## src/hdl/respbank_pkg.sv

```systemverilog
`default_nettype none

//////////////////////////////
// Response bank sizes
//////////////////////////////

package respbank_pkg;

  // Number of AXI identifiers, each with its own linked list
  localparam int unsigned NumIds = 4;
  localparam int unsigned IdWidth = 2;

  // Slots shared by all the lists
  localparam int unsigned BankCapacity = 8;
  localparam int unsigned SlotAddrWidth = 3;

  // Response bits stored in the slot memory, the identifier is not stored
  localparam int unsigned PayloadWidth = 8;

  // Per-identifier counts must be able to reach BankCapacity
  localparam int unsigned CountWidth = 4;

endpackage

`default_nettype wire
```

## src/hdl/resp_bank_top.sv

```systemverilog
`timescale 1ns/1ps
`default_nettype none

module resp_bank_top import respbank_pkg::*; (
  input  logic                     clk_i,
  input  logic                     rst_ni,
  // Reservation
  input  logic                     i_rsv_valid,
  input  logic [NumIds-1:0]        i_rsv_id_onehot,
  output logic                     o_rsv_ready,
  output logic [SlotAddrWidth-1:0] o_rsv_addr,
  // Response input
  input  logic                     i_in_valid,
  input  logic [IdWidth-1:0]       i_in_id,
  input  logic [PayloadWidth-1:0]  i_in_payload,
  output logic                     o_in_ready,
  // Release enables, one per slot
  input  logic [BankCapacity-1:0]  i_release_en,
  // Response output
  output logic                     o_out_valid,
  input  logic                     i_out_ready,
  output logic [IdWidth-1:0]       o_out_id,
  output logic [PayloadWidth-1:0]  o_out_payload,
  output logic [BankCapacity-1:0]  o_released_addr
);

  logic                     rsv_fire;
  logic                     out_fire;
  logic [SlotAddrWidth-1:0] fill_addr;
  logic                     pop_fire;
  logic [IdWidth-1:0]       pop_id;
  logic [SlotAddrWidth-1:0] rd_addr;
  logic [SlotAddrWidth-1:0] out_slot;
  logic [SlotAddrWidth-1:0] tails [NumIds];
  logic [NumIds-1:0]        has_resp;
  logic                     link_wr_en;
  logic [SlotAddrWidth-1:0] link_wr_addr;
  logic [SlotAddrWidth-1:0] link_wr_next;
  logic [SlotAddrWidth-1:0] link_head_addr;
  logic [SlotAddrWidth-1:0] link_tail_addr;
  logic [SlotAddrWidth-1:0] link_head_next;
  logic [SlotAddrWidth-1:0] link_tail_next;

  // Handshake strobes
  assign rsv_fire = i_rsv_valid && o_rsv_ready;
  assign out_fire = o_out_valid && i_out_ready;

  slot_allocator i_slot_allocator (
    .clk_i, .rst_ni,
    .i_rsv_fire      (rsv_fire),
    .i_pop_fire      (out_fire),
    .i_out_slot      (out_slot),
    .o_free_addr     (o_rsv_addr),
    .o_rsv_ready     (o_rsv_ready),
    .o_released_addr (o_released_addr)
  );

  link_table i_link_table (
    .clk_i, .rst_ni,
    .i_wr_en        (link_wr_en),
    .i_wr_addr      (link_wr_addr),
    .i_wr_next      (link_wr_next),
    .i_rd_head_addr (link_head_addr),
    .i_rd_tail_addr (link_tail_addr),
    .o_head_next    (link_head_next),
    .o_tail_next    (link_tail_next)
  );

  // The payload is written at the input handshake and read at the pick
  payload_ram i_payload_ram (
    .clk_i,
    .i_wr_en   (o_in_ready),
    .i_wr_addr (fill_addr),
    .i_rd_addr (rd_addr),
    .i_wr_data (i_in_payload),
    .i_rd_en   (pop_fire),
    .o_rd_data (o_out_payload)
  );

  list_pointers i_list_pointers (
    .clk_i, .rst_ni,
    .i_rsv_fire       (rsv_fire),
    .i_rsv_id_onehot  (i_rsv_id_onehot),
    .i_free_addr      (o_rsv_addr),
    .i_in_valid       (i_in_valid),
    .i_in_id          (i_in_id),
    .o_in_ready       (o_in_ready),
    .o_fill_addr      (fill_addr),
    .i_pop_fire       (pop_fire),
    .i_pop_id         (pop_id),
    .o_tails          (tails),
    .o_has_resp       (has_resp),
    .o_link_wr_en     (link_wr_en),
    .o_link_wr_addr   (link_wr_addr),
    .o_link_wr_next   (link_wr_next),
    .o_link_head_addr (link_head_addr),
    .o_link_tail_addr (link_tail_addr),
    .i_link_head_next (link_head_next),
    .i_link_tail_next (link_tail_next)
  );

  release_picker i_release_picker (
    .clk_i, .rst_ni,
    .i_release_en (i_release_en),
    .i_tails      (tails),
    .i_has_resp   (has_resp),
    .i_out_ready  (i_out_ready),
    .o_pop_fire   (pop_fire),
    .o_pop_id     (pop_id),
    .o_rd_addr    (rd_addr),
    .o_out_valid  (o_out_valid),
    .o_out_id     (o_out_id),
    .o_out_slot   (out_slot)
  );

endmodule

`default_nettype wire

```

## src/hdl/release_picker.sv

```systemverilog
`timescale 1ns/1ps
`default_nettype none

module release_picker import respbank_pkg::*; (
  input  logic                     clk_i,
  input  logic                     rst_ni,
  input  logic [BankCapacity-1:0]  i_release_en,
  input  logic [SlotAddrWidth-1:0] i_tails [NumIds],
  input  logic [NumIds-1:0]        i_has_resp,
  input  logic                     i_out_ready,
  output logic                     o_pop_fire,
  output logic [IdWidth-1:0]       o_pop_id,
  output logic [SlotAddrWidth-1:0] o_rd_addr,
  output logic                     o_out_valid,
  output logic [IdWidth-1:0]       o_out_id,
  output logic [SlotAddrWidth-1:0] o_out_slot
);

  logic [NumIds-1:0]        eligible;
  logic                     can_load;
  logic [IdWidth-1:0]       pick_id;
  logic                     out_valid_q;
  logic [IdWidth-1:0]       out_id_q;
  logic [SlotAddrWidth-1:0] out_slot_q;

  // An identifier may release once its oldest response has the slot enable set
  for (genvar g = 0; g < NumIds; g++) begin : gen_eligible
    assign eligible[g] = i_has_resp[g] && i_release_en[i_tails[g]];
  end

  // Lowest eligible identifier wins
  always_comb begin
    pick_id = '0;
    for (int i = NumIds - 1; i >= 0; i--) begin
      if (eligible[i]) begin
        pick_id = IdWidth'(i);
      end
    end
  end

  // The output register loads when it is empty or its content is being taken
  assign can_load = !out_valid_q || i_out_ready;

  assign o_pop_fire = can_load && (|eligible);
  assign o_pop_id = pick_id;

  // Payload read starts at the tail of the picked list and lands with the valid bit
  assign o_rd_addr = i_tails[pick_id];

  always_ff @(posedge clk_i or negedge rst_ni) begin
    if (!rst_ni) begin
      out_valid_q <= 1'b0;
      out_id_q <= '0;
      out_slot_q <= '0;
    end else if (can_load) begin
      out_valid_q <= o_pop_fire;
      if (o_pop_fire) begin
        out_id_q <= pick_id;
        out_slot_q <= o_rd_addr;
      end
    end
  end

  assign o_out_valid = out_valid_q;
  assign o_out_id = out_id_q;
  assign o_out_slot = out_slot_q;

  // A new pick never reads the slot that still waits in the output register
  assert property (@(posedge clk_i) disable iff (!rst_ni)
    o_pop_fire && out_valid_q |-> o_rd_addr != out_slot_q);

endmodule

`default_nettype wire

```

## src/hdl/list_pointers.sv

```systemverilog
`timescale 1ns/1ps
`default_nettype none

module list_pointers import respbank_pkg::*; (
  input  logic                     clk_i,
  input  logic                     rst_ni,
  input  logic                     i_rsv_fire,
  input  logic [NumIds-1:0]        i_rsv_id_onehot,
  input  logic [SlotAddrWidth-1:0] i_free_addr,
  input  logic                     i_in_valid,
  input  logic [IdWidth-1:0]       i_in_id,
  output logic                     o_in_ready,
  output logic [SlotAddrWidth-1:0] o_fill_addr,
  input  logic                     i_pop_fire,
  input  logic [IdWidth-1:0]       i_pop_id,
  output logic [SlotAddrWidth-1:0] o_tails [NumIds],
  output logic [NumIds-1:0]        o_has_resp,
  output logic                     o_link_wr_en,
  output logic [SlotAddrWidth-1:0] o_link_wr_addr,
  output logic [SlotAddrWidth-1:0] o_link_wr_next,
  output logic [SlotAddrWidth-1:0] o_link_head_addr,
  output logic [SlotAddrWidth-1:0] o_link_tail_addr,
  input  logic [SlotAddrWidth-1:0] i_link_head_next,
  input  logic [SlotAddrWidth-1:0] i_link_tail_next
);

  //////////////////////////////
  // Per-identifier state
  //////////////////////////////

  // In list order a list runs tail, then fill head, then reservation head
  // The tail is the oldest filled slot and the fill head the oldest unfilled one
  // With nothing unfilled the fill head sits on the reservation head
  logic [SlotAddrWidth-1:0] rsv_head_q [NumIds];
  logic [SlotAddrWidth-1:0] rsv_head_d [NumIds];
  logic [SlotAddrWidth-1:0] fill_head_q [NumIds];
  logic [SlotAddrWidth-1:0] fill_head_d [NumIds];
  logic [SlotAddrWidth-1:0] tail_q [NumIds];
  logic [SlotAddrWidth-1:0] tail_d [NumIds];

  // Reserved slots still waiting for a response, and slots holding one
  logic [CountWidth-1:0] rsv_cnt_q [NumIds];
  logic [CountWidth-1:0] rsv_cnt_d [NumIds];
  logic [CountWidth-1:0] fill_cnt_q [NumIds];
  logic [CountWidth-1:0] fill_cnt_d [NumIds];

  logic fill_fire;

  // A response is taken only if its identifier has an unfilled slot
  assign o_in_ready = i_in_valid && (rsv_cnt_q[i_in_id] != '0);
  assign fill_fire = o_in_ready;

  // The response goes into the oldest unfilled slot of its list
  assign o_fill_addr = fill_head_q[i_in_id];

  // Link reads for the fill head advance and the tail advance
  assign o_link_head_addr = fill_head_q[i_in_id];
  assign o_link_tail_addr = tail_q[i_pop_id];

  assign o_tails = tail_q;

  for (genvar g = 0; g < NumIds; g++) begin : gen_has_resp
    assign o_has_resp[g] = fill_cnt_q[g] != '0;
  end

  //////////////////////////////
  // Pointer and count update
  //////////////////////////////

  always_comb begin
    logic rsv_i;
    logic fill_i;
    logic pop_i;
    logic [CountWidth-1:0] left_filled;
    logic [CountWidth-1:0] left_unfilled;

    o_link_wr_en = 1'b0;
    o_link_wr_addr = '0;
    o_link_wr_next = '0;

    for (int i = 0; i < NumIds; i++) begin
      rsv_i = i_rsv_fire && i_rsv_id_onehot[i];
      fill_i = fill_fire && (i_in_id == IdWidth'(i));
      pop_i = i_pop_fire && (i_pop_id == IdWidth'(i));

      // Counts as they stand once this cycle's pop and fill are done
      left_filled = fill_cnt_q[i] - CountWidth'(pop_i);
      left_unfilled = rsv_cnt_q[i] - CountWidth'(fill_i);

      rsv_cnt_d[i] = left_unfilled + CountWidth'(rsv_i);
      fill_cnt_d[i] = left_filled + CountWidth'(fill_i);

      rsv_head_d[i] = rsv_head_q[i];
      fill_head_d[i] = fill_head_q[i];
      tail_d[i] = tail_q[i];

      // The fill head moves on only if another unfilled slot is linked after it
      if (fill_i && (rsv_cnt_q[i] > CountWidth'(1))) begin
        fill_head_d[i] = i_link_head_next;
      end

      // A popped response hands the tail to the next slot in the list
      // When the list runs empty the tail goes stale until the next reservation
      if (pop_i) begin
        tail_d[i] = i_link_tail_next;
      end

      if (rsv_i) begin
        if ((rsv_cnt_q[i] == '0) && (left_filled == '0)) begin
          // An empty list starts over on the new slot
          rsv_head_d[i] = i_free_addr;
          fill_head_d[i] = i_free_addr;
          tail_d[i] = i_free_addr;
        end else begin
          // Chain the new slot behind the current reservation head
          o_link_wr_en = 1'b1;
          o_link_wr_addr = rsv_head_q[i];
          o_link_wr_next = i_free_addr;
          rsv_head_d[i] = i_free_addr;
          // The fill head was parked on a filled slot, so it moves to the new one
          if (left_unfilled == '0) begin
            fill_head_d[i] = i_free_addr;
          end
        end
      end
    end
  end

  always_ff @(posedge clk_i or negedge rst_ni) begin
    if (!rst_ni) begin
      rsv_head_q <= '{default: '0};
      fill_head_q <= '{default: '0};
      tail_q <= '{default: '0};
      rsv_cnt_q <= '{default: '0};
      fill_cnt_q <= '{default: '0};
    end else begin
      rsv_head_q <= rsv_head_d;
      fill_head_q <= fill_head_d;
      tail_q <= tail_d;
      rsv_cnt_q <= rsv_cnt_d;
      fill_cnt_q <= fill_cnt_d;
    end
  end

  // The first response stored for an identifier lands at the tail of its list
  assert property (@(posedge clk_i) disable iff (!rst_ni)
    fill_fire && (fill_cnt_q[i_in_id] == '0) |-> o_fill_addr == tail_q[i_in_id]);

endmodule

`default_nettype wire

```

## src/hdl/payload_ram.sv

```systemverilog
`timescale 1ns/1ps
`default_nettype none

module payload_ram import respbank_pkg::*; (
  input  logic                     clk_i,
  input  logic                     i_wr_en,
  input  logic [SlotAddrWidth-1:0] i_wr_addr,
  input  logic [SlotAddrWidth-1:0] i_rd_addr,
  input  logic [PayloadWidth-1:0]  i_wr_data,
  input  logic                     i_rd_en,
  output logic [PayloadWidth-1:0]  o_rd_data
);

  logic [PayloadWidth-1:0] mem_q [BankCapacity];
  logic [PayloadWidth-1:0] rd_data_q;

  // Write port, used by the response input
  always_ff @(posedge clk_i) begin
    if (i_wr_en) begin
      mem_q[i_wr_addr] <= i_wr_data;
    end
  end

  // Registered read port
  // The data register keeps its value until the next read is started
  always_ff @(posedge clk_i) begin
    if (i_rd_en) begin
      rd_data_q <= mem_q[i_rd_addr];
    end
  end

  assign o_rd_data = rd_data_q;

endmodule

`default_nettype wire

```

## src/hdl/link_table.sv

```systemverilog
`timescale 1ns/1ps
`default_nettype none

module link_table import respbank_pkg::*; (
  input  logic                     clk_i,
  input  logic                     rst_ni,
  input  logic                     i_wr_en,
  input  logic [SlotAddrWidth-1:0] i_wr_addr,
  input  logic [SlotAddrWidth-1:0] i_wr_next,
  input  logic [SlotAddrWidth-1:0] i_rd_head_addr,
  input  logic [SlotAddrWidth-1:0] i_rd_tail_addr,
  output logic [SlotAddrWidth-1:0] o_head_next,
  output logic [SlotAddrWidth-1:0] o_tail_next
);

  // Entry n holds the slot that follows slot n in its list
  logic [SlotAddrWidth-1:0] next_q [BankCapacity];

  always_ff @(posedge clk_i or negedge rst_ni) begin
    if (!rst_ni) begin
      next_q <= '{default: '0};
    end else if (i_wr_en) begin
      next_q[i_wr_addr] <= i_wr_next;
    end
  end

  // Two read ports, one for the fill head and one for the tail
  // Both see the value before this cycle's write
  assign o_head_next = next_q[i_rd_head_addr];
  assign o_tail_next = next_q[i_rd_tail_addr];

endmodule

`default_nettype wire

```

## src/hdl/slot_allocator.sv

```systemverilog
`timescale 1ns/1ps
`default_nettype none

module slot_allocator import respbank_pkg::*; (
  input  logic                     clk_i,
  input  logic                     rst_ni,
  input  logic                     i_rsv_fire,
  input  logic                     i_pop_fire,
  input  logic [SlotAddrWidth-1:0] i_out_slot,
  output logic [SlotAddrWidth-1:0] o_free_addr,
  output logic                     o_rsv_ready,
  output logic [BankCapacity-1:0]  o_released_addr
);

  // One bit per slot, set from reservation until the response leaves the output
  logic [BankCapacity-1:0] occ_q;
  logic [BankCapacity-1:0] occ_d;

  // Lowest free slot, scanning downwards so the lowest index wins
  always_comb begin
    o_free_addr = '0;
    for (int i = BankCapacity - 1; i >= 0; i--) begin
      if (!occ_q[i]) begin
        o_free_addr = SlotAddrWidth'(i);
      end
    end
  end

  // Reservations are refused only when every slot is taken
  assign o_rsv_ready = ~&occ_q;

  // The slot at the output is handed back in the cycle it is taken
  assign o_released_addr = i_pop_fire ? (BankCapacity'(1) << i_out_slot) : '0;

  always_comb begin
    occ_d = occ_q & ~o_released_addr;
    if (i_rsv_fire) begin
      occ_d[o_free_addr] = 1'b1;
    end
  end

  always_ff @(posedge clk_i or negedge rst_ni) begin
    if (!rst_ni) begin
      occ_q <= '0;
    end else begin
      occ_q <= occ_d;
    end
  end

  // The slot shown by the output register must still be held by a reservation
  assert property (@(posedge clk_i) disable iff (!rst_ni)
    i_pop_fire |-> occ_q[i_out_slot]);

endmodule

`default_nettype wire

```

## config.mk

```make
export PLATFORM = sky130hd
export DESIGN_NAME = resp_bank_top
export DESIGN_NICKNAME = d
export VERILOG_FILES = /design/src/hdl/respbank_pkg.sv /design/src/hdl/resp_bank_top.sv /design/src/hdl/release_picker.sv /design/src/hdl/list_pointers.sv /design/src/hdl/payload_ram.sv /design/src/hdl/link_table.sv /design/src/hdl/slot_allocator.sv
export SDC_FILE = /design/constraint.sdc
export NUM_CORES = 1
export LEC_CHECK = 0
export ABC_AREA = 1
export CORE_ASPECT_RATIO = 0.9
export CORE_UTILIZATION = 45
export DETAILED_ROUTE_END_ITERATION = 12
export DONT_BUFFER_PORTS = 1
export HOLD_SLACK_MARGIN = 0.05
export SYNTH_ARGS = -nofsm -noshare
export SYNTH_HDL_FRONTEND = slang
export SYNTH_SLANG_ARGS = --single-unit
```

## constraint.sdc

```tcl
create_clock -name clk_i -period 6.25 [get_ports clk_i]
set_clock_uncertainty 0.1 [all_clocks]
set_input_delay 1.25 -clock clk_i [delete_from_list [all_inputs] [get_ports clk_i]]
set_output_delay 1.25 -clock clk_i [all_outputs]
set_load 0.02 [all_outputs]
```

Word-level counts from Yosys, hierarchy flattened

Memories as Yosys holds them, arrays and structs flattened. A register that Yosys moved wholly into a read port is not among the register bits.
Index checks and enable logic that the tools add are counted.

Mux-type cells: 96
Eq/ne operators: 6
Reduce and logical (&&, ||, !) cells: 55
Shifts and indexed selects: 1
Bitwise logic cells: 8
Order comparisons: 16
$add $sub $neg: 16

Operator list:

| cell                 | number |
|---|---|
| $mux W3              | 61 |
| $logic_not A4 Y1     | 12 |
| $add A4 B1 Y4        | 8 |
| $sub A4 B1 Y4        | 8 |
| $logic_and A1 B1 Y1  | 30 |
| $bwmux W24           | 1 |
| $lt A3 B4 Y1 const B | 5 |
| $reduce_bool A4 Y1   | 5 |
| $bmux W3 S3          | 2 |
| $gt A4 B1 Y1 const B | 4 |
| $mux W8              | 2 |
| $mux W1              | 15 |
| $bmux W1 S3          | 4 |
| $bmux W3 S2          | 2 |
| $ge A4 B4 Y1 const B | 3 |
| $not A3 Y4           | 3 |
| $demux W3 S3         | 1 |
| $and A8 B8 Y8        | 1 |
| $bmux W4 S2          | 1 |
| $eq A2 B2 Y1 const B | 4 |
| $mux W2              | 4 |
| $mux W4              | 2 |
| $not A8 Y8           | 1 |
| $or A8 B8 Y8         | 1 |
| 13 further kinds     | 18 |

Output and inout bits: 24
Register bits after elaboration: 106
Word-level logic and storage cells: 231
Memory bits (writable): 64
Input bits: 27
Memories kept: 1

Memory list:

| memory              | words | bits a word | read ports | clocked after Yosys merged registers in | write ports | line              | RTL |
|---|---|---|---|---|---|---|---|
| i_payload_ram.mem_q | 8     | 8           | 1          | 1                                       | 1           | payload_ram.sv:14 | `logic [PayloadWidth-1:0] mem_q [BankCapacity];` |

Longest topological paths before layout

Gate-level depths: netlist of run 1.

Word-level depth: 26
Depth in mapped cells: 30
Depth with buffers taken out: 30

Cells and area by module

Synthesis of run 1 repeated with hierarchy kept, for this count alone.

Cells, all modules: 1292
Area, all modules: 10176.0 um2

By module, submodules not included:

| module         | area an instance (um2) | sequential area each (um2) | cells an instance | instances |
|---|---|---|---|---|
| list_pointers  | 4252.8                 | 1701.6                     | 554               | 1 |
| payload_ram    | 3130.5                 | 2162.1                     | 303               | 1 |
| link_table     | 1472.7                 | 600.6                      | 228               | 1 |
| release_picker | 810.8                  | 150.1                      | 124               | 1 |
| slot_allocator | 494.2                  | 200.2                      | 79                | 1 |
| resp_bank_top  | 15.0                   | 0.0                        | 4                 | 1 |

Worst setup path after synthesis of run 1

No wires, ideal clock.

Path type: input to register
From: input i_release_en[1]
To: register i_link_table.next_q[21] in the netlist's numbering
Setup time: 0.076 ns
Setup slack: 1.954 ns
Arrival: 4.119 ns
Cell stages on the path: 26
Path buffers: 0
Data required time: 6.074 ns
Cell sequence: inv_1 nand2_1 nand3_1 nand2_1 nor2_1 nor2_4 inv_2 nand2_1 inv_2 nor2_4 nand2_1 nor2_1 ha_1 ha_1 xor2_1 nand3b_1 nor3_2 nor2_4 inv_2 nand2_2 nand2_1 a22oi_2 nand3_1 nor2_2 nand2_1 o21ai_1

Cells in the longest elaborated chain, start to end: 26
Elaborated cells on any way between the ends: 69
Classes of those cells: add/sub: 4; order compare: 2; eq/ne: 3; mux: 39; bitwise: 1; reduce/logical: 20

RTL lines:

| element                                                                   | line                 | RTL |
|---|---|---|
| start, declared                                                           | resp_bank_top.sv:18  | `input logic [BankCapacity-1:0] i_release_en,` |
| $bmux W1 S3                                                               | release_picker.sv:28 | `assign eligible[g] = i_has_resp[g] && i_release_en[i_tails[g]];` |
| $mux W1 (not written as such)                                             | release_picker.sv:28 |  |
| $logic_and A1 B1 Y1                                                       | release_picker.sv:28 |  |
| $mux W2 (4 in series)                                                     | release_picker.sv:35 | `if (eligible[i]) begin` |
| $logic_not A2 Y1                                                          | list_pointers.sv:84  | `pop_i = i_pop_fire && (i_pop_id == IdWidth'(i));` |
| $logic_and A1 B1 Y1                                                       | list_pointers.sv:84  |  |
| $sub A4 B1 Y4                                                             | list_pointers.sv:87  | `left_filled = fill_cnt_q[i] - CountWidth'(pop_i);` |
| $logic_not A4 Y1                                                          | list_pointers.sv:109 | `if ((rsv_cnt_q[i] == '0) && (left_filled == '0)) begin` |
| (+7 left out)                                                             | -                    |  |
| $mux W3                                                                   | list_pointers.sv:109 |  |
| $mux W3                                                                   | list_pointers.sv:108 | `if (rsv_i) begin` |
| $not A3 Y4 (not written as such)                                          | link_table.sv:23     | `next_q[i_wr_addr] <= i_wr_next;` |
| $ge A4 B4 Y1 (not written as such) / $lt A4 B1 Y1 (equally long branches) | link_table.sv:23     |  |
| $logic_and A1 B1 Y1 (not written as such)                                 | link_table.sv:23     |  |
| $mux W3 (not written as such)                                             | link_table.sv:23     |  |
| $demux W3 S3                                                              | link_table.sv:23     |  |
| $bwmux W24                                                                | link_table.sv:23     |  |
| end signal, assigned by index                                             | link_table.sv:23     |  |
| end, declared                                                             | link_table.sv:17     | `logic [SlotAddrWidth-1:0] next_q [BankCapacity];` |

Several ways; a longest one is shown, not always the timed one. The select of a mux whose other input is x is not followed.
A chain may end at the register's enable or synchronous reset.

Final worst setup path of run 1

From: input i_release_en[5]
To: register i_link_table.next_q[22] in the netlist's numbering

Same word-level chain as after synthesis.

==> flow_summary.html, run 1 <==
<table>
<tr><th>Metric</th><th>Value</th></tr>
<tr><th colspan="2">Floorplan</th></tr>
<tr><td>Full die area</td><td>between 20,000 and 25,000 sq um</td></tr>
<tr><td>Die Span X</td><td>roughly 160 um</td></tr>
<tr><td>Core region area</td><td>20,800 sq um</td></tr>
<tr><td>Die Span Y</td><td>140 um</td></tr>
<tr><td>FP Rows</td><td>50</td></tr>
<tr><td>Ports placed on the boundary</td><td>51</td></tr>
<tr><td>Starting utilization of the core area</td><td>between 40% and 50%</td></tr>
<tr><th colspan="2">Yosys</th></tr>
<tr><td>Main synth FF type</td><td>sky130_fd_sc_hd__dfrtp_1</td></tr>
<tr><td>Mapped Nets</td><td>~1.1k</td></tr>
<tr><td>EDFF count, synth</td><td>a little over 70</td></tr>
<tr><td>Dominant cell type by area after synthesis</td><td>sky130_fd_sc_hd__dfrtp_1</td></tr>
<tr><td>Area fraction of the dominant cell type after synthesis</td><td>27.9%</td></tr>
<tr><td>Largest cells by area after synthesis</td><td>sky130_fd_sc_hd__dfrtp_1 28%, sky130_fd_sc_hd__edfxtp_1 23%, sky130_fd_sc_hd__nand2_1 8.4%, sky130_fd_sc_hd__inv_1 5.9%, sky130_fd_sc_hd__o21ai_0 4.4%</td></tr>
<tr><td>Top cell types by occurrence after synthesis</td><td>214 x sky130_fd_sc_hd__nand2_1, 150 x sky130_fd_sc_hd__inv_1, 106 x sky130_fd_sc_hd__dfrtp_1, 106 x sky130_fd_sc_hd__nor2_1, 84 x sky130_fd_sc_hd__o21ai_0</td></tr>
<tr><td>Post-Synthesis Cell Area</td><td>approximately 9500 sq um</td></tr>
<tr><td>Number of library cell types mapped by synthesis</td><td>46</td></tr>
<tr><td>Average instance area after synthesis</td><td>8.73 sq um</td></tr>
<tr><td>Mapped Cells</td><td>about 1.1k</td></tr>
<tr><td>Synthesis warning total</td><td>0</td></tr>
<tr><td>Share of synthesized area occupied by flip-flops and latches</td><td>50.6%</td></tr>
<tr><td>Leading cell type by number of instances after synthesis</td><td>sky130_fd_sc_hd__nand2_1</td></tr>
<tr><td>Number of synthesized register bits</td><td>about 180</td></tr>
<tr><td>Asr flop ratio synth</td><td>59.6%</td></tr>
<tr><th colspan="2">Clock network</th></tr>
<tr><td>Setup repair bufs after CTS</td><td>0</td></tr>
<tr><td>Hold Buf Count CTS</td><td>0</td></tr>
<tr><td>Source-to-sink clock delay at the later pin of the worst-skew pair</td><td>450 ps</td></tr>
<tr><td>Quantity of gates resized following cts</td><td>0</td></tr>
<tr><td>Total CTS buffers</td><td>17</td></tr>
<tr><td>Clk buf depth</td><td>2</td></tr>
<tr><td>Clock tree root driver cell</td><td>sky130_fd_sc_hd__clkbuf_16</td></tr>
<tr><td>H-Tree Level Count</td><td>4</td></tr>
<tr><td>Clock tree from TritonCTS</td><td>done</td></tr>
<tr><td>Sink count of the clock tree</td><td>about 180</td></tr>
<tr><td>Clock slew seen by the registers of the worst setup and hold paths</td><td>70 ps</td></tr>
<tr><th colspan="2">Route</th></tr>
<tr><td>Count of antenna-violating nets left after detailed routing</td><td>0</td></tr>
<tr><td>Number of search-and-repair iterations in the first detailed-routing pass</td><td>6</td></tr>
<tr><td>Number of vias per cell</td><td>approximately 5.2</td></tr>
<tr><td>Overall routed net length</td><td>between 20,000 and 25,000 um</td></tr>
<tr><td>Number of remaining DRC errors</td><td>0</td></tr>
<tr><td>Routed wirelength normalized by instance count</td><td>between 15 and 20 um</td></tr>
<tr><td>Vias</td><td>7,272</td></tr>
<tr><td>Starting DRC count in detailed routing</td><td>~670</td></tr>
<tr><th colspan="2">Setup path</th></tr>
<tr><td>Setup crit end kind</td><td>flop</td></tr>
<tr><td>Crit path arrival time</td><td>approximately 4800 ps</td></tr>
<tr><td>Worst Path Required</td><td>approximately 6500 ps</td></tr>
<tr><td>Dominant delay contributor by cell family on the critical path</td><td>simple AND/OR/NAND/NOR gates</td></tr>
<tr><td>Maximum fanout encountered on the critical timing path</td><td>7</td></tr>
<tr><td>Critical Path Source Type</td><td>primary input</td></tr>
<tr><td>Slowest Stage Delay on Critical Path</td><td>about 370 ps</td></tr>
<tr><td>Cell mode on critical path</td><td>sky130_fd_sc_hd__nand2_1</td></tr>
<tr><td>Cell type of the slowest stage on the worst timing path</td><td>sky130_fd_sc_hd__nor2_1</td></tr>
<tr><td>Worst path buffer plus inverter count</td><td>3</td></tr>
<tr><td>Path type of the worst setup path</td><td>in2reg</td></tr>
<tr><th colspan="2">Global routing</th></tr>
<tr><td>Antenna violations before repair</td><td>0</td></tr>
<tr><td>Pin count of the biggest net entering global routing</td><td>107</td></tr>
<tr><td>GR Overflow Total</td><td>0</td></tr>
<tr><td>Wire length of the first global-routing pass</td><td>between 30,000 and 40,000 um</td></tr>
<tr><td>Global-route usage over all layers</td><td>a little under a quarter</td></tr>
<tr><td>Number of global-route vias before repair</td><td>slightly below 7k</td></tr>
<tr><th colspan="2">Final layout</th></tr>
<tr><td>Final Net Count</td><td>1,150</td></tr>
<tr><td>Relative area change from synthesis to final layout</td><td>8.65%</td></tr>
<tr><td>Share of final-layout standard cells stronger than drive strength 1</td><td>between 10% and 20%</td></tr>
<tr><td>Diode insertion count for antenna repair</td><td>0</td></tr>
<tr><td>Final instance area</td><td>10,300 sq um</td></tr>
<tr><td>Final non-filler cell total</td><td>between 1k and 1.5k</td></tr>
<tr><th colspan="2">Placement</th></tr>
<tr><td>Dpl cells</td><td>1,358</td></tr>
<tr><td>DPL Wire Length</td><td>approximately 16,000 um</td></tr>
<tr><td>Port bufs</td><td>0</td></tr>
<tr><td>RD Place Congestion</td><td>roughly 0.86</td></tr>
<tr><td>Placed Instance Area</td><td>roughly 9800 sq um</td></tr>
<tr><th colspan="2">STA</th></tr>
<tr><td>Tcrit/Tclk final</td><td>between 70% and 80%</td></tr>
<tr><td>Final-report setup violation count</td><td>0</td></tr>
<tr><td>Sum of negative setup slack</td><td>0 ps</td></tr>
<tr><td>RSZ-0062 raised after global routing</td><td>no</td></tr>
<tr><td>Count of final hold-check violations</td><td>0</td></tr>
<tr><td>Max-Slew Margin vs Limit</td><td>roughly 34%</td></tr>
<tr><td>Actual slew at the worst max-slew pin</td><td>just under 1000 ps</td></tr>
<tr><td>Shortest period the worst path allows</td><td>4510 ps</td></tr>
<tr><td>Maximum achievable frequency</td><td>approximately 0.22 GHz</td></tr>
<tr><td>Slew Limit Fails</td><td>0</td></tr>
<tr><th colspan="2">Run</th></tr>
<tr><td>Max-cap violation count</td><td>0</td></tr>
<tr><th colspan="2">Run status</th></tr>
<tr><td>Outcome</td><td>complete, no violations</td></tr>
<tr><th colspan="2">Hold path</th></tr>
<tr><td>Worst hold path class</td><td>reg2reg</td></tr>
</table>
==> worst register-to-register path, stage by stage, from the launching register on <==
cell	delay (ps)
sky130_fd_sc_hd__dfrtp_1	460
sky130_fd_sc_hd__inv_2	160
sky130_fd_sc_hd__nand2_1	70
sky130_fd_sc_hd__nand3_1	60
sky130_fd_sc_hd__nand2_1	60
sky130_fd_sc_hd__nand2_1	50
sky130_fd_sc_hd__nand2_1	80
sky130_fd_sc_hd__nor2_4	130
sky130_fd_sc_hd__inv_2	30
sky130_fd_sc_hd__nand2_1	90
sky130_fd_sc_hd__inv_2	60
sky130_fd_sc_hd__nor2_4	130
sky130_fd_sc_hd__nand2_1	110
sky130_fd_sc_hd__nor2_1	370
sky130_fd_sc_hd__ha_1	260
sky130_fd_sc_hd__ha_1	160
sky130_fd_sc_hd__xor2_1	100
sky130_fd_sc_hd__nor3_1	290
sky130_fd_sc_hd__nand2_1	90
sky130_fd_sc_hd__nor2_1	170
sky130_fd_sc_hd__inv_1	100
sky130_fd_sc_hd__nand2_1	170
sky130_fd_sc_hd__o211ai_1	150
sky130_fd_sc_hd__a22oi_2	230
sky130_fd_sc_hd__nand3_1	170
sky130_fd_sc_hd__nor2_2	250
sky130_fd_sc_hd__nand2_1	80
sky130_fd_sc_hd__o21ai_1	80
==> per-stage QoR <==
| step | setup WS, ps | util (%) | hold slack, ps |
|---|---|---|---|
| floorplan | 1950 | - | 353 |
| global placement | 1420 | 46.9 | 369 |
| detailed placement | 1310 | 46.9 | 375 |
| CTS | 1770 | 49.7 | 379 |
| global route | 1310 | 49.7 | 375 |
| finish | 1740 | 49.7 | 387 |
==> kinds of logic (layout without fill, tap and decap cells) <==
family,count (synthesis),after routing,share of synthesized area (%)
buf+inv,190,205,8.19
xor+xnor,28,28,2.58
flops,178,178,50.6
compound gates,194,194,11.6
fa+ha+maj,32,32,4.21
simple gates,467,467,22.8
==> layer usage <==
layer	GRT usage (%)	routed length, um	vias up
met5	0	0	-
met4	7.69	520	0
met3	4.67	1580	44
met2	33.6	10000	252
met1	33.3	11100	3389
li1	-	-	3587
==> registers in the layout, indices dropped and copies added (netlist names) <==
name	flops
i_link_table.next_q	24
i_list_pointers.fill_cnt_q	16
i_list_pointers.fill_head_q	12
i_list_pointers.o_tails	12
i_list_pointers.rsv_cnt_q	16
i_list_pointers.rsv_head_q	12
i_payload_ram.mem_q	64
i_payload_ram.o_rd_data	8
i_release_picker.o_out_id	2
i_release_picker.o_out_slot	3
i_release_picker.o_out_valid	1
i_slot_allocator.occ_q	8
==> cell usage in the layout, fill, tap and decap left out, types with 16 or more instances in the layout <==
cell type                   Yosys  layout
sky130_fd_sc_hd__nand2_1      214     214
sky130_fd_sc_hd__inv_1        150     150
sky130_fd_sc_hd__nor2_1       106     106
sky130_fd_sc_hd__dfrtp_1      106     106
sky130_fd_sc_hd__o21ai_0       84      83
sky130_fd_sc_hd__nand3_1       73      73
sky130_fd_sc_hd__edfxtp_1      72      72
sky130_fd_sc_hd__a21oi_1       33      33
sky130_fd_sc_hd__ha_1          32      32
sky130_fd_sc_hd__o21ai_1       26      27
sky130_fd_sc_hd__inv_2         17      17
sky130_fd_sc_hd__o211ai_1      17      17
sky130_fd_sc_hd__clkbuf_16      0      17
sky130_fd_sc_hd__o22ai_1       16      16
==> worst paths after layout <==
path | start | endpoint | slack, ps | depth (start not counted)
setup / recovery | i_release_en[5] | i_link_table.next_q[22] | 1740 | 26
hold / removal | i_list_pointers.rsv_head_q[0] | i_list_pointers.rsv_head_q[0] | 390 | 2
setup reg to reg | i_list_pointers.o_tails[0] | i_link_table.next_q[22] | 1900 | 27
hold reg to reg | i_list_pointers.rsv_head_q[0] | i_list_pointers.rsv_head_q[0] | 390 | 2
max in group asynchronous | rst_ni | i_list_pointers.fill_cnt_q[15] | 5410 | 0
min in group asynchronous | rst_ni | i_list_pointers.rsv_cnt_q[13] | 400 | 0
==> final cells by class <==
type,count,area [sq um]
flip-flops and latches,178,4810
fillers,2006,10400
well taps,286,358
clock buffers,17,425
repair buffers,3,22.5
clock inverters,15,154
inverters,170,641
multi-input cells,721,3920
Power of run 1 is not shown: default switching activity piles up to over one toggle a cycle in this logic, so the estimate is an artifact.
==> run 2, diff against run 1 <==
==> constraint.sdc (replaced) <==
create_clock -name clk_i -period 4.4 [get_ports clk_i]
set_clock_uncertainty 0.1 [all_clocks]
set_input_delay 0.88 -clock clk_i [delete_from_list [all_inputs] [get_ports clk_i]]
set_output_delay 0.88 -clock clk_i [all_outputs]
set_load 0.02 [all_outputs]
==> run 2 against run 1 <==
Effect of this change:
- die area stayed put
- count of clock-buffer cells in the layout stayed put
- largest cell class unchanged
- global-route usage is 0.15 points higher
- non-clock buffer count is 15 higher
- critical endpoint unchanged
==> flow_summary.html, run 2 (synthesized netlist as in run 1, its figures left out) <==
<table>
<tr><th>Metric</th><th>Value</th></tr>
<tr><th colspan="2">Setup path</th></tr>
<tr><td>Maximum fanout encountered on the critical timing path</td><td>6 (-1)</td></tr>
<tr><td>Crit path arrival time</td><td>4330 ps (-450 ps)</td></tr>
<tr><td>Worst Path Required</td><td>4660 ps (-1860 ps)</td></tr>
<tr><td>Critical path launch point</td><td>i_list_pointers.o_tails[0]</td></tr>
<tr><td>Critical Path Source Type</td><td>flop</td></tr>
<tr><td>Critical R2R Launch</td><td>i_list_pointers.o_tails[0]</td></tr>
<tr><td>Path type of the worst setup path</td><td>reg2reg</td></tr>
<tr><td>Setup crit end kind</td><td>flop</td></tr>
<tr><th colspan="2">STA</th></tr>
<tr><td>Max-Slew Margin vs Limit</td><td>38.0% (+3.6 points)</td></tr>
<tr><td>Tcrit/Tclk final</td><td>92.4%</td></tr>
<tr><td>Maximum achievable frequency</td><td>0.246 GHz</td></tr>
<tr><td>Sum of negative setup slack</td><td>0 ps (unchanged)</td></tr>
<tr><td>Count of final hold-check violations</td><td>0 (unchanged)</td></tr>
<tr><td>RSZ-0062 raised after global routing</td><td>no</td></tr>
<tr><td>Actual slew at the worst max-slew pin</td><td>927 ps (-54.4 ps)</td></tr>
<tr><td>Final-report setup violation count</td><td>0 (unchanged)</td></tr>
<tr><td>Worst setup slack after layout</td><td>335 ps (-1410 ps)</td></tr>
<tr><td>Slew Limit Fails</td><td>0 (unchanged)</td></tr>
<tr><td>Shortest period the worst path allows</td><td>between 4000 and 5000 ps</td></tr>
<tr><th colspan="2">Clock network</th></tr>
<tr><td>Source-to-sink clock delay at the later pin of the worst-skew pair</td><td>440 ps (about the same)</td></tr>
<tr><td>Total CTS buffers</td><td>17 (unchanged)</td></tr>
<tr><td>Clk buf depth</td><td>2 (unchanged)</td></tr>
<tr><td>Clock tree root driver cell</td><td>sky130_fd_sc_hd__clkbuf_16</td></tr>
<tr><td>Clock slew seen by the registers of the worst setup and hold paths</td><td>80 ps (about the same)</td></tr>
<tr><td>H-Tree Level Count</td><td>4 (unchanged)</td></tr>
<tr><td>Sink count of the clock tree</td><td>178 (unchanged)</td></tr>
<tr><td>Clock tree from TritonCTS</td><td>done</td></tr>
<tr><td>Setup repair bufs after CTS</td><td>0 (unchanged)</td></tr>
<tr><th colspan="2">Floorplan</th></tr>
<tr><td>FP Rows</td><td>50 (unchanged)</td></tr>
<tr><td>Die Span Y</td><td>140 um (unchanged)</td></tr>
<tr><td>Die Span X</td><td>155 um (unchanged)</td></tr>
<tr><td>Full die area</td><td>21,700 sq um (unchanged)</td></tr>
<tr><td>Core region area</td><td>20,800 sq um (unchanged)</td></tr>
<tr><td>Ports placed on the boundary</td><td>51 (unchanged)</td></tr>
<tr><td>Starting utilization of the core area</td><td>45.8% (unchanged)</td></tr>
<tr><th colspan="2">Route</th></tr>
<tr><td>Number of remaining DRC errors</td><td>0 (unchanged)</td></tr>
<tr><td>Vias</td><td>7,221 (-0.70%)</td></tr>
<tr><td>Count of antenna-violating nets left after detailed routing</td><td>0 (unchanged)</td></tr>
<tr><td>Number of vias per cell</td><td>5.14 (-1.8%)</td></tr>
<tr><td>Overall routed net length</td><td>23,200 um (about the same)</td></tr>
<tr><td>Number of search-and-repair iterations in the first detailed-routing pass</td><td>4 (-2)</td></tr>
<tr><td>Routed wirelength normalized by instance count</td><td>16.5 um (-1.1%)</td></tr>
<tr><td>Starting DRC count in detailed routing</td><td>580 (-13%)</td></tr>
<tr><th colspan="2">Global routing</th></tr>
<tr><td>Antenna violations before repair</td><td>0 (unchanged)</td></tr>
<tr><td>Wire length of the first global-routing pass</td><td>38,000 um (+1.0%)</td></tr>
<tr><td>Global-route usage over all layers</td><td>22.9% (+0.15 points)</td></tr>
<tr><td>Number of global-route vias before repair</td><td>6,966 (+0.37%)</td></tr>
<tr><td>GR Overflow Total</td><td>0 (unchanged)</td></tr>
<tr><td>Pin count of the biggest net entering global routing</td><td>107 (unchanged)</td></tr>
<tr><th colspan="2">Placement</th></tr>
<tr><td>DPL Wire Length</td><td>16,700 um (+1.9%)</td></tr>
<tr><td>Dpl cells</td><td>1,372 (+1.0%)</td></tr>
<tr><td>Worst slack at placement</td><td>121 ps (-1190 ps)</td></tr>
<tr><td>Port bufs</td><td>0 (unchanged)</td></tr>
<tr><td>RD Place Congestion</td><td>0.870 (+0.83%)</td></tr>
<tr><th colspan="2">Final layout</th></tr>
<tr><td>Largest register FFs</td><td>64 (unchanged)</td></tr>
<tr><td>Share of final-layout standard cells stronger than drive strength 1</td><td>11.5% (+1.4 points)</td></tr>
<tr><td>Layout filler cell count</td><td>1,974 (-1.6%)</td></tr>
<tr><td>Leading cell type in the layout, fill and taps excluded</td><td>sky130_fd_sc_hd__nand2_1</td></tr>
<tr><td>Most frequent cells in the layout</td><td>214 x sky130_fd_sc_hd__nand2_1, 150 x sky130_fd_sc_hd__inv_1, 106 x sky130_fd_sc_hd__dfrtp_1</td></tr>
<tr><td>Storage element area</td><td>4810 sq um (unchanged)</td></tr>
<tr><td>Registers with the most flip-flops</td><td>i_payload_ram.mem_q: 64 flops, i_link_table.next_q: 24 flops</td></tr>
<tr><td>Most flops, register</td><td>i_payload_ram.mem_q</td></tr>
<tr><td>Final non-filler cell total</td><td>1,405 (+1.1%)</td></tr>
<tr><td>Final Net Count</td><td>1,165 (+1.3%)</td></tr>
<tr><td>Diode insertion count for antenna repair</td><td>0 (unchanged)</td></tr>
<tr><td>Fin util</td><td>50.6% (+0.91 points)</td></tr>
<tr><td>Relative area change from synthesis to final layout</td><td>10.6%</td></tr>
<tr><td>Multi-input gate area</td><td>3930 sq um (+0.32%)</td></tr>
<tr><th colspan="2">Run status</th></tr>
<tr><td>Outcome</td><td>complete, no violations</td></tr>
<tr><th colspan="2">Hold path</th></tr>
<tr><td>Worst hold path class</td><td>in2async</td></tr>
<tr><th colspan="2">Run</th></tr>
<tr><td>Max-cap violation count</td><td>0 (unchanged)</td></tr>
</table>
-- run 2: cell count changes in the layout (fill, tap and decap cells not counted) --
cell,previous run,this run
sky130_fd_sc_hd__buf_4,3,17
sky130_fd_sc_hd__clkinv_8,2,5
sky130_fd_sc_hd__inv_12,0,3
sky130_fd_sc_hd__inv_8,6,3
sky130_fd_sc_hd__nor2_4,4,6
sky130_fd_sc_hd__buf_16,0,1
sky130_fd_sc_hd__clkinv_1,3,2
sky130_fd_sc_hd__clkinv_4,1,0
sky130_fd_sc_hd__clkinvlp_4,2,1
sky130_fd_sc_hd__nor2_1,106,105
sky130_fd_sc_hd__nor2_2,8,7
-- run 2: path summary, 6_finish.rpt --
check                           slack [ps]                             to  cells past startpoint
min in group clk_i                     390  i_list_pointers.rsv_head_q[9]                      2
worst min-delay path                   240   i_list_pointers.rsv_cnt_q[2]                      1
worst max register to register         340        i_link_table.next_q[22]                     27
worst max-delay path                   340        i_link_table.next_q[22]                     27
worst min register to register         390  i_list_pointers.rsv_head_q[9]                      2
max in group asynchronous             3500     i_list_pointers.o_tails[8]                      1
-- run 2: area by class of cell --
cell class | count | share of cell area, %
Sequential cell | 178 | 45.8
Multi-Input combinational cell | 721 | 37.3
Inverter | 170 | 6.09
Clock buffer | 17 | 4.04
Tap cell | 286 | 3.40
Clock inverter | 15 | 1.88
Timing Repair Buffer | 18 | 1.47
-- run 2: per-layer routing --
layer | vias to the layer above | GRT usage (%) | wire (um)
li1 | 3612 | - | -
met1 | 3413 | 33.7 | 11200
met2 | 180 | 35.1 | 10500
met3 | 16 | 4.12 | 1290
met4 | 0 | 5.68 | 207
met5 | - | 0 | 0
-- run 2: worst max-delay path, stage by stage (launching register included) --
cell and delay [ps]:
sky130_fd_sc_hd__dfrtp_1 460, sky130_fd_sc_hd__inv_2 170, sky130_fd_sc_hd__nand2_1 70, sky130_fd_sc_hd__nand3_1 70
sky130_fd_sc_hd__nand2_1 50, sky130_fd_sc_hd__nand2_1 50, sky130_fd_sc_hd__nand2_1 80, sky130_fd_sc_hd__nor2_4 130
sky130_fd_sc_hd__inv_2 40, sky130_fd_sc_hd__nand2_1 100, sky130_fd_sc_hd__inv_2 60, sky130_fd_sc_hd__nor2_4 130
sky130_fd_sc_hd__nand2_1 100, sky130_fd_sc_hd__nor2_1 200, sky130_fd_sc_hd__ha_1 210, sky130_fd_sc_hd__ha_1 160
sky130_fd_sc_hd__xor2_1 270, sky130_fd_sc_hd__nand3b_1 210, sky130_fd_sc_hd__nor3_2 90, sky130_fd_sc_hd__nor2_4 170
sky130_fd_sc_hd__inv_2 90, sky130_fd_sc_hd__nand2_2 110, sky130_fd_sc_hd__nand2_1 70, sky130_fd_sc_hd__a22oi_2 240
sky130_fd_sc_hd__nand3_1 170, sky130_fd_sc_hd__nor2_2 230, sky130_fd_sc_hd__nand2_1 80, sky130_fd_sc_hd__o21ai_1 80
-- run 2: what timing repair did --
action / 4_1_cts / 5_1_grt
resized for setup: 0 / 3
endpoints found under the setup margin: 0 / 17
hold endpoints to repair: 106 / 0
hold buffers: 1 / 0
-- run 2: through the flow --
| step | cell area (sq um) | hold slack (ps) |
|---|---|---|
| global route | 10500 | 296 |
| detailed placement | 9860 | 379 |
| global placement | 9860 | 371 |
| floorplan | 9510 | 353 |
| CTS | 10500 | 294 |
| finish | 10500 | 237 |
Power of run 2 is left out for the same reason.
